**src/hdl/fetch_pkg.sv**
```systemverilog
// types and constants shared by the fetch front end
// fixed 4-beat INCR bursts of 64-bit beats with one burst in flight at a time
`default_nettype none

package fetch_pkg;

  typedef logic [31:0] addr_t;
  typedef logic [63:0] beat_t;
  typedef logic [15:0] parcel_t;
  typedef logic [31:0] instr_word_t;
  typedef logic [3:0]  axi_id_t;
  typedef logic [1:0]  reg_idx_t;

  localparam int BurstBeats = 4;
  localparam int BeatBytes  = 8;
  localparam int BurstBytes = BurstBeats * BeatBytes;
  localparam int FifoDepth  = 8;
  localparam int FifoPtrW   = $clog2(FifoDepth);

  localparam logic [1:0] AxiBurstIncr = 2'b01;

  // register map with RegCount read only
  localparam reg_idx_t RegCtrl    = 2'd0;
  localparam reg_idx_t RegStartPc = 2'd1;
  localparam reg_idx_t RegCount   = 2'd2;

  // compressed instructions sit in instr[15:0] with the upper half zero
  typedef struct packed {
    addr_t       addr;
    instr_word_t instr;
    logic        compressed;
  } fetch_out_t;

  typedef struct packed {
    logic        write;
    reg_idx_t    idx;
    logic [31:0] wdata;
  } reg_req_t;

  typedef enum logic [1:0] {
    IDLE,
    ADDR,
    DATA,
    DRAIN
  } ar_state_t;

  typedef enum logic {
    SKIP,
    RUN
  } align_state_t;

endpackage

`default_nettype wire

```
**src/hdl/fetch_fifo.sv**
```systemverilog
// first-word fall-through beat buffer
// flush wins over a push or pop in the same cycle
`default_nettype none

module fetch_fifo (
  input  logic             clk,
  input  logic             rst_n,
  input  logic             flush,
  input  logic             push,
  input  logic             pop,
  input  fetch_pkg::beat_t push_beat,
  output fetch_pkg::beat_t head,
  output logic             empty,
  output logic [3:0]       free
);
  import fetch_pkg::*;

  beat_t               mem [FifoDepth];
  logic [FifoPtrW-1:0] wr_ptr;
  logic [FifoPtrW-1:0] rd_ptr;
  logic [3:0]          count;
  logic                do_push;
  logic                do_pop;

  assign empty = (count == 4'd0);
  assign free  = 4'(FifoDepth) - count;
  assign head  = mem[rd_ptr];

  assign do_push = push && (free != 4'd0) && !flush;
  assign do_pop  = pop && !empty && !flush;

  always_ff @(posedge clk or negedge rst_n) begin
    if (!rst_n) begin
      wr_ptr <= '0;
      rd_ptr <= '0;
      count  <= 4'd0;
    end else if (flush) begin
      wr_ptr <= '0;
      rd_ptr <= '0;
      count  <= 4'd0;
    end else begin
      if (do_push) begin
        wr_ptr <= wr_ptr + 1'b1;
      end
      if (do_pop) begin
        rd_ptr <= rd_ptr + 1'b1;
      end
      count <= count + 4'(do_push) - 4'(do_pop);
    end
  end

  always_ff @(posedge clk) begin
    if (do_push) begin
      mem[wr_ptr] <= push_beat;
    end
  end

endmodule

`default_nettype wire

```
**src/hdl/axi_fetch_ctrl.sv**
```systemverilog
// AXI4 read master for instruction fetch with one burst outstanding
// a burst is only issued with room for all its beats, so rready stays high
// rresp is not checked
`default_nettype none

module axi_fetch_ctrl (
  input  logic               clk,
  input  logic               rst_n,
  input  logic               enable,
  input  logic               redirect,
  input  fetch_pkg::addr_t   start_pc,
  output fetch_pkg::axi_id_t arid,
  output fetch_pkg::addr_t   araddr,
  output logic [7:0]         arlen,
  output logic [2:0]         arsize,
  output logic [1:0]         arburst,
  output logic               arvalid,
  input  logic               arready,
  input  fetch_pkg::beat_t   rdata,
  input  logic [1:0]         rresp,
  input  logic               rlast,
  input  logic               rvalid,
  output logic               rready,
  input  logic [3:0]         fifo_free,
  output logic               push,
  output fetch_pkg::beat_t   push_beat
);
  import fetch_pkg::*;

  ar_state_t state;
  ar_state_t state_d;
  addr_t     fetch_addr;
  addr_t     ar_addr;
  logic      stale;
  logic      launch;
  logic      ar_fire;
  logic      r_fire;

  assign arid    = '0;
  assign arlen   = 8'(BurstBeats - 1);
  assign arsize  = 3'($clog2(BeatBytes));
  assign arburst = AxiBurstIncr;
  assign araddr  = ar_addr;
  assign arvalid = (state == ADDR);
  assign rready  = 1'b1;

  assign ar_fire = arvalid && arready;
  assign r_fire  = rvalid && rready;
  // hold off for a cycle on redirect so the new address is used
  assign launch  = enable && !redirect && (fifo_free >= 4'(BurstBeats));

  assign push      = r_fire && (state == DATA);
  assign push_beat = rdata;

  always_comb begin
    state_d = state;
    unique case (state)
      IDLE:    if (launch) state_d = ADDR;
      // an address already presented cannot change so its data is dropped
      ADDR:    if (ar_fire) state_d = (stale || redirect) ? DRAIN : DATA;
      DATA: begin
        if (r_fire && rlast) state_d = IDLE;
        else if (redirect) state_d = DRAIN;
      end
      DRAIN:   if (r_fire && rlast) state_d = IDLE;
      default: state_d = IDLE;
    endcase
  end

  always_ff @(posedge clk or negedge rst_n) begin
    if (!rst_n) begin
      state      <= IDLE;
      stale      <= 1'b0;
      fetch_addr <= '0;
    end else begin
      state <= state_d;
      stale <= (state == ADDR) && !ar_fire && (stale || redirect);
      if (redirect) begin
        fetch_addr <= start_pc & ~addr_t'(BeatBytes - 1);
      end else if (state == IDLE && launch) begin
        fetch_addr <= fetch_addr + addr_t'(BurstBytes);
      end
    end
  end

  always_ff @(posedge clk) begin
    if (state == IDLE && launch) begin
      ar_addr <= fetch_addr;
    end
  end

endmodule

`default_nettype wire

```
**src/hdl/instr_aligner.sv**
```systemverilog
// cuts FIFO beats into parcels and emits one instruction per transfer
// only the low two bits of a parcel are decoded
`default_nettype none

module instr_aligner (
  input  logic                  clk,
  input  logic                  rst_n,
  input  logic                  redirect,
  input  fetch_pkg::addr_t      start_pc,
  input  fetch_pkg::beat_t      head,
  input  logic                  empty,
  output logic                  pop,
  output logic                  out_valid,
  input  logic                  out_ready,
  output fetch_pkg::fetch_out_t out_data
);
  import fetch_pkg::*;

  align_state_t state;
  logic [1:0]   idx;
  logic [1:0]   skip_to;
  addr_t        pc;
  parcel_t      carry;
  logic         carry_valid;

  parcel_t      cur;
  parcel_t      nxt;
  logic         slot_free;
  logic         emit;
  logic         load_carry;
  logic [1:0]   consume;
  logic [2:0]   pos;
  instr_word_t  instr;
  logic         compressed;

  assign cur       = head[{idx, 4'b0000} +: 16];
  assign nxt       = head[{idx + 2'd1, 4'b0000} +: 16];
  assign slot_free = !out_valid || out_ready;

  always_comb begin
    emit       = 1'b0;
    load_carry = 1'b0;
    consume    = 2'd0;
    instr      = '0;
    compressed = 1'b0;
    if (state == RUN && slot_free && !empty) begin
      if (carry_valid) begin
        // upper half of an instruction that crossed the beat boundary
        emit    = 1'b1;
        instr   = {cur, carry};
        consume = 2'd1;
      end else if (cur[1:0] != 2'b11) begin
        emit       = 1'b1;
        instr      = {16'h0000, cur};
        compressed = 1'b1;
        consume    = 2'd1;
      end else if (idx != 2'd3) begin
        emit    = 1'b1;
        instr   = {nxt, cur};
        consume = 2'd2;
      end else begin
        load_carry = 1'b1;
        consume    = 2'd1;
      end
    end
  end

  // pop once the parcel pointer runs past the last parcel of the beat
  assign pos = {1'b0, idx} + {1'b0, consume};
  assign pop = pos[2];

  always_ff @(posedge clk or negedge rst_n) begin
    if (!rst_n) begin
      state       <= SKIP;
      idx         <= 2'd0;
      skip_to     <= 2'd0;
      pc          <= '0;
      carry_valid <= 1'b0;
      out_valid   <= 1'b0;
    end else if (redirect) begin
      state       <= SKIP;
      idx         <= 2'd0;
      skip_to     <= start_pc[2:1];
      pc          <= start_pc;
      carry_valid <= 1'b0;
      out_valid   <= 1'b0;
    end else begin
      if (state == SKIP) begin
        if (idx == skip_to) state <= RUN;
        else idx <= idx + 2'd1;
      end else begin
        idx <= pos[1:0];
      end
      if (emit) pc <= pc + (compressed ? addr_t'(2) : addr_t'(4));
      if (consume != 2'd0) carry_valid <= load_carry;
      if (slot_free) out_valid <= emit;
    end
  end

  always_ff @(posedge clk) begin
    if (load_carry) carry <= cur;
    if (emit) out_data <= '{addr: pc, instr: instr, compressed: compressed};
  end

endmodule

`default_nettype wire

```
**src/hdl/fetch_csr.sv**
```systemverilog
// control registers where every access completes in the cycle it is presented
// writing the start address redirects the fetch on the next edge
`default_nettype none

module fetch_csr (
  input  logic                clk,
  input  logic                rst_n,
  input  logic                reg_valid,
  output logic                reg_ready,
  input  fetch_pkg::reg_req_t reg_req,
  output logic [31:0]         reg_rdata,
  input  logic                delivered,
  output logic                enable,
  output fetch_pkg::addr_t    start_pc,
  output logic                redirect
);
  import fetch_pkg::*;

  logic [31:0] count;
  logic        wr_en;

  assign reg_ready = 1'b1;
  assign wr_en     = reg_valid && reg_req.write;

  always_comb begin
    unique case (reg_req.idx)
      RegCtrl:    reg_rdata = {31'd0, enable};
      RegStartPc: reg_rdata = start_pc;
      RegCount:   reg_rdata = count;
      default:    reg_rdata = 32'd0;
    endcase
  end

  always_ff @(posedge clk or negedge rst_n) begin
    if (!rst_n) begin
      enable   <= 1'b0;
      start_pc <= '0;
      redirect <= 1'b0;
      count    <= 32'd0;
    end else begin
      redirect <= wr_en && (reg_req.idx == RegStartPc);
      if (wr_en && reg_req.idx == RegCtrl) enable <= reg_req.wdata[0];
      // instructions are halfword aligned
      if (wr_en && reg_req.idx == RegStartPc) start_pc <= {reg_req.wdata[31:1], 1'b0};
      if (redirect) count <= 32'd0;
      else if (delivered) count <= count + 32'd1;
    end
  end

endmodule

`default_nettype wire

```
**src/hdl/ifu_top.sv**
```systemverilog
// instruction fetch front end that turns AXI4 read bursts into an instruction stream
`default_nettype none

module ifu_top (
  input  logic                  clk,
  input  logic                  rst_n,
  input  logic                  reg_valid,
  output logic                  reg_ready,
  input  fetch_pkg::reg_req_t   reg_req,
  output logic [31:0]           reg_rdata,
  output fetch_pkg::axi_id_t    arid,
  output fetch_pkg::addr_t      araddr,
  output logic [7:0]            arlen,
  output logic [2:0]            arsize,
  output logic [1:0]            arburst,
  output logic                  arvalid,
  input  logic                  arready,
  input  fetch_pkg::beat_t      rdata,
  input  logic [1:0]            rresp,
  input  logic                  rlast,
  input  logic                  rvalid,
  output logic                  rready,
  output logic                  out_valid,
  input  logic                  out_ready,
  output fetch_pkg::fetch_out_t out_data
);
  import fetch_pkg::*;

  logic       enable;
  logic       redirect;
  addr_t      start_pc;
  logic [3:0] fifo_free;
  logic       push;
  beat_t      push_beat;
  beat_t      head;
  logic       empty;
  logic       pop;
  logic       delivered;

  assign delivered = out_valid && out_ready;

  fetch_csr csr_i (
    .clk, .rst_n, .reg_valid, .reg_ready, .reg_req, .reg_rdata,
    .delivered, .enable, .start_pc, .redirect
  );

  axi_fetch_ctrl ctrl_i (
    .clk, .rst_n, .enable, .redirect, .start_pc,
    .arid, .araddr, .arlen, .arsize, .arburst, .arvalid, .arready,
    .rdata, .rresp, .rlast, .rvalid, .rready,
    .fifo_free, .push, .push_beat
  );

  // redirect empties the buffer on the same edge the aligner restarts
  fetch_fifo fifo_i (
    .clk, .rst_n, .flush(redirect), .push, .pop, .push_beat,
    .head, .empty, .free(fifo_free)
  );

  instr_aligner align_i (
    .clk, .rst_n, .redirect, .start_pc, .head, .empty, .pop,
    .out_valid, .out_ready, .out_data
  );

endmodule

`default_nettype wire

```
**config.mk**
```make
export PLATFORM = sky130hd
export DESIGN_NAME = ifu_top
export DESIGN_NICKNAME = d
export VERILOG_FILES = /design/src/hdl/fetch_pkg.sv /design/src/hdl/fetch_fifo.sv /design/src/hdl/axi_fetch_ctrl.sv /design/src/hdl/instr_aligner.sv /design/src/hdl/fetch_csr.sv /design/src/hdl/ifu_top.sv
export SDC_FILE = /design/constraint.sdc
export NUM_CORES = 1
export LEC_CHECK = 0
export BUFFER_PORTS_ARGS = -buffer_cell sky130_fd_sc_hd__clkbuf_2
export CORE_UTILIZATION = 25
export DETAILED_ROUTE_END_ITERATION = 12
export PLACE_DENSITY_LB_ADDON = 0.08
export RECOVER_POWER = 25
export SLEW_MARGIN = 20
export SYNTH_ARGS = -nofsm -noshare
export SYNTH_HDL_FRONTEND = slang
export SYNTH_HIERARCHICAL = 1
export SYNTH_SLANG_ARGS = --single-unit
```
**constraint.sdc**
```tcl
create_clock -name clk -period 8.1 [get_ports clk]
set_input_delay 1.62 -clock clk [delete_from_list [all_inputs] [get_ports clk]]
set_output_delay 1.62 -clock clk [all_outputs]
set_load 0.02 [all_outputs]
```
==> qor.yml, run 1 <==
finClkSkew_ns: 0.0302
drt_iter0_markers: 1205
insertion_delay_ns: 0.68
rr_worst_depth: 14
final_net_count: 2268
fp.dieH_um: 363
post_dp_cell_area_um2: 35200
cts_inserted_buffers: 93
setup.worst_path.class: "primary input to flop"
drc: 0
start_util_pct: 25.2
combPwrFrac_pct: 29.7
drtAntennaViolNets: 0
fin_area_um2: 38200
hpwl_mm: 61.1
grt_max_degree: 78
routed_via_density: 4.48
layout_common_cells: "622 x edfxtp_1, 181 x clkbuf_2, 179 x nand2_1, 160 x mux4_2, 141 x dfrtp_1"
drt-total-wl_mm: 96.1
grt_pass1_wl_mm: 137
period_share_pct: 66.6
antenna_found_initial: 15
period_minus_slack_ns: 5.40
fin_hold_ws_ns: 0.449
cts_max_path_buffers: 3
overflow: 0
switching_power_uw: 4630
setup_ws_ns: 2.70
hold_buffers: 0
final_core_util_pct: 29.5
min-delay-start: "ctrl_i/fetch_addr[4]"
synth_area_per_cell_um2: 16.8
synthCells: 1940
dieArea_um2: 132000
path_clk_slew_ns: 0.06
core-area_um2: 129000
hold_violations: 0
port_buffers: 233
grt_pass1_vias: 18600
power_uw: 13900
track_usage_pct: 14.6
rrSetupSlack_ns: 2.82
die_width_um: 363
cts_resized: 0
place.gp.congestion: 0.747
rr_endpoint: "align_i/pc[21]"
status: "finished, final reports clean"
holdPathEnd: "ctrl_i/araddr[4]"
p_int_uw: 9300
num_vias: 17800
cts_setup_buffers: 0
startpoint_type: "primary input"
finalSetupViolCount: 0
crit_fanout: 17
rsz0062_at_grt: "false"
cts_tree: "done"
layout_commonest_cell: "edfxtp_1"
syn_area_um2: 32600
cp_data_arrival_time_ns: 5.93
slew_headroom_pct: 30.7
htreeDepth: 3
cts_root_buf: "clkbuf_16"
cellPowerDensity_nw_per_um2: 365
whs_path_depth: 0
n_fill_cell: 13000
rr_startpoint: "fifo_i/rd_ptr[2]"
tightest_slew_ns: 1.04
syn_to_final_growth_pct: 17.3
drv_cap: 0
pwr-share-seq_pct: 40.4
slew_viol_final: 0
layout-drive-gt1-share_pct: 28.4
p_sw_share_pct: 33.2
p_clk_share_pct: 29.9
post_drt_wl_per_cell_um: 24.3
max_freq_ghz: 0.185
pre_cts_ws_ns: 1.99
required_ns: 8.63
hold_path_class: "flop to flop"
dr.pass1.iters: 5
end_kind: "flop"
cts_sinks: 768
p_leak_uw: 0.0130
yosysWarnings: 6
rows: 132
ir_worst_vdd_mv: 0.178
ioPinCount: 258
==> critical path: stages <==
cell and delay [ns]:
clkbuf_2 0.11, nand2b_1 0.58, nand2_1 0.62, nor4_4 0.30, buf_4 0.36, inv_1 0.11, fa_1 0.40, inv_1 0.06
a21boi_0 0.51, nor2b_1 0.22, ha_1 0.24, inv_1 0.06, ha_1 0.18, fa_1 0.41, nor2b_1 0.14
==> registers in the layout, summed over array words and instances (netlist names), 2 cells and up <==
signal             count
align_i/skip_to        2
csr_i/count           32
ctrl_i/araddr         29
fifo_i/wr_ptr          3
align_i/carry         16
align_i/idx            2
csr_i/start_pc        31
ctrl_i/fetch_addr     29
align_i/pc            32
fifo_i/count           4
fifo_i/mem           512
align_i/out_data      65
fifo_i/rd_ptr          3
ctrl_i/state           2
==> how the worst max path moves through the flow <==
stage	to	startpoint
6_report	fifo_i/count[1]	out_ready
2_1_floorplan	fifo_i/mem[0][0]	rvalid
3_3_place_gp	fifo_i/count[1]	out_ready
3_5_place_dp	fifo_i/count[1]	out_ready
5_1_grt	align_i/pc[21]	fifo_i/rd_ptr[2]
4_1_cts	align_i/out_data[63]	fifo_i/rd_ptr[2]
==> cell type report <==
type | instances | area, um2 | share of cell area [%]
clock buffers | 128 | 2550 | 6.68
well taps | 1742 | 2180 | 5.70
diodes | 2 | 5.00 | 0.0131
inverters | 32 | 121 | 0.318
flip-flops and latches | 768 | 22300 | 58.5
clock inverters | 43 | 494 | 1.29
repair buffers | 273 | 1410 | 3.69
multi-input cells | 974 | 9100 | 23.8
==> power by group through the flow <==
stage / combinational, uW / clock (uW) / sequential (uW)
2_1_floorplan: 2740 / 0 / 5650
3_3_place_gp: 4230 / 0 / 5730
3_5_place_dp: 4250 / 0 / 5740
4_1_cts: 4270 / 4330 / 5660
5_1_grt: 4500 / 4470 / 5710
6_report: 4130 / 4160 / 5630
==> metrics by stage <==
stage	std cells	setup TNS (ns)
after floorplan	1959	-233.61
after global placement	3789	0
after detailed placement	3789	0
after CTS	3960	0
after global routing	3960	0
final	3962	0
==> per-layer routing <==
layer / global-route usage [%] / up-vias / share of wire, %
met5: 0 / - / 0.065
met4: 4.76 / 10 / 3.0
met3: 3.39 / 142 / 5.2
met2: 23.6 / 429 / 47
met1: 19.2 / 9287 / 45
li1: - / 7894 / -
No activity file was read; power rests on OpenSTA's default activity.
==> run 2: changes to the inputs <==
Clock period 8.1 ns to 5.39 ns, I/O delays scaled along.
==> qor.yml, run 2 (synthesized netlist as in run 1, its figures left out) <==
multi_input_area_um2: 9140  # was 9100 um2
dr.pass1.iters: 4  # was 5
fp.dieH_um: 363  # unchanged
cts_max_path_buffers: 3  # unchanged
worst_path_largest_cell_delay_ns: 0.69  # was 0.62 ns
post_drt_wl_per_cell_um: 24.4  # was 24.3 um
hold_path_class: "primary input to asynchronous set/reset pin"  # was flop to flop
max_freq_ghz: 0.200
cts_tree: "done"  # unchanged
layout_commonest_cell: "edfxtp_1"  # unchanged
path_cells: "buf_12 -> mux4_2 -> mux2_2 -> mux4_2 -> nand2_1 -> nand2_1 -> inv_1 -> ha_1 -> inv_1 -> fa_1 -> nand4b_1 -> or4_1 -> nor4b_2 -> xor2_1 -> mux2_2"  # was clkbuf_2 -> nand2b_1 -> nand2_1 -> nor4_4 -> buf_4 -> inv_1 -> fa_1 -> inv_1 -> a21boi_0 -> nor2b_1 -> ha_1 -> inv_1 -> ha_1 -> fa_1 -> nor2b_1
die_width_um: 363  # unchanged
drc: 0  # unchanged
required_ns: 5.98  # was 8.63 ns
path_clk_slew_ns: 0.06  # about the same
ir_worst_vdd_mv: 0.272  # was 0.178 mV
grt_max_degree: 71  # was 78
track_usage_pct: 14.7  # was 14.6%
pre_cts_ws_ns: 0.285  # was 1.99 ns
drtAntennaViolNets: 0  # unchanged
hold_buffers: 0  # unchanged
rows: 132  # unchanged
insertion_delay_ns: 0.71  # was 0.68 ns
slew_headroom_pct: 27.3  # was 30.7%
grt_pass1_wl_mm: 138  # was 137 mm
post_dp_cell_area_um2: 35500  # was 35200 um2
finalSetupViolCount: 0  # unchanged
tightest_slew_ns: 1.08  # was 1.04 ns
rrSetupSlack_ns: 0.39  # was 2.82 ns
status: "finished, final reports clean"  # unchanged
cellPowerDensity_nw_per_um2: 545  # was 365 nW/um2
drv_cap: 0  # unchanged
num_vias: 17900  # was 17800
rsz0062_at_grt: "false"  # unchanged
port_buffers: 233  # unchanged
n_fill_cell: 12900  # was 13000
finClkSkew_ns: 0.0580  # was 0.0302 ns
cp_data_arrival_time_ns: 5.58  # was 5.93 ns
crit_fanout: 11  # was 17
fin_area_um2: 38400  # was 38200 um2
dieArea_um2: 132000  # unchanged
hpwl_mm: 61.2  # was 61.1 mm
syn_to_final_growth_pct: 17.9  # was 17.3%
cts_inserted_buffers: 94  # was 93
largest_reg_flops: 512  # unchanged
cts_sinks: 768  # unchanged
core-area_um2: 129000  # unchanged
period_share_pct: 92.7
top_regs: "fifo_i/mem: 512 flops, align_i/out_data: 65 flops"  # unchanged
slew_viol_final: 0  # unchanged
start_util_pct: 25.2  # unchanged
cts_root_buf: "clkbuf_16"  # unchanged
drt-total-wl_mm: 96.7  # was 96.1 mm
ioPinCount: 258  # unchanged
final_net_count: 2274  # was 2268
htreeDepth: 3  # unchanged
startpoint_type: "flop"  # was primary input
end_kind: "flop"  # unchanged
layout.area.seq_um2: 22300  # unchanged
routed_via_density: 4.52  # was 4.48
layout_common_cells: "622 x edfxtp_1, 179 x nand2_1, 179 x clkbuf_2, 160 x mux4_2, 141 x dfrtp_1"  # was 622 x edfxtp_1, 181 x clkbuf_2, 179 x nand2_1, 160 x mux4_2, 141 x dfrtp_1
grt_pass1_vias: 18800  # was 18600
slowest_stage: "or4_1"  # was nand2_1
p_leak_uw: 0.0130  # about the same
largest_register: "fifo_i/mem"  # unchanged
setup.worst_path.class: "flop to flop"  # was primary input to flop
overflow: 0  # unchanged
antenna_found_initial: 17  # was 15
place.gp.congestion: 0.773  # was 0.747
period_minus_slack_ns: 5.00
drt_iter0_markers: 1053  # was 1205
layout-drive-gt1-share_pct: 28.3  # was 28.4%
hold_violations: 0  # unchanged
setup_ws_ns: 0.391  # was 2.70 ns
run 2: layout make-up:
cell class / instances / area share [%]
Antenna cell: 4 / 0.0261
Clock buffer: 122 / 6.53
Clock inverter: 46 / 1.28
Inverter: 32 / 0.316
Multi-Input combinational cell: 974 / 23.8
Sequential cell: 768 / 58.2
Tap cell: 1742 / 5.68
Timing Repair Buffer: 278 / 4.18
run 2: critical path: cells and delay by family (launching register included):
family	cells	cell delay, ns
XOR/XNOR	1	0.10
adder cells (fa/ha/maj)	2	0.57
buffers and inverters	3	0.37
flip-flops	1	0.56
multiplexers	4	1.66
AND/OR/NAND/NOR	5	1.61
run 2: power by group:
| part | switching [uW] | internal, uW | total (uW) |
|---|---|---|---|
| clock network | 2550 | 3620 | 6180 |
| registers | 853 | 7590 | 8440 |
| logic | 3630 | 2690 | 6330 |
| total | 7040 | 13900 | 20900 |
run 2: per-stage QoR:
stage	hold WS, ns	total power, uW	utilization, %	TNS [ns]	std cells
2_1_floorplan	0.421	12600	-	-437.57	1959
3_3_place_gp	0.437	15100	27.4	0	3794
3_5_place_dp	0.443	15100	27.4	0	3794
4_1_cts	0.407	21400	29.7	0	3962
5_1_grt	0.442	22100	29.7	0	3963
6_report	0.437	20900	29.7	0	3966
run 2: metal layers:
| metal | GRT usage, % | wire length [um] |
|---|---|---|
| met1 | 19.2 | 42700 |
| met2 | 24.1 | 46400 |
| met3 | 3.34 | 4670 |
| met4 | 4.57 | 2800 |
| met5 | 0 | 92 |
run 2: worst paths after layout:
check                                      from                 end  depth (start not counted)
max                            fifo_i/rd_ptr[0]      align_i/pc[21]                         15
min                                       rst_n  csr_i/start_pc[29]                          1
max in group asynchronous                 rst_n      csr_i/count[3]                          2
min in group clk           ctrl_i/fetch_addr[3]    ctrl_i/araddr[3]                          0
min reg2reg                ctrl_i/fetch_addr[3]    ctrl_i/araddr[3]                          0
max reg2reg                    fifo_i/rd_ptr[0]      align_i/pc[21]                         15
run 2: repair_timing:
action | CTS | global route
gates resized for setup | 0 | 1
buffers inserted | 0 | 0
endpoints found under the setup margin | 0 | 1
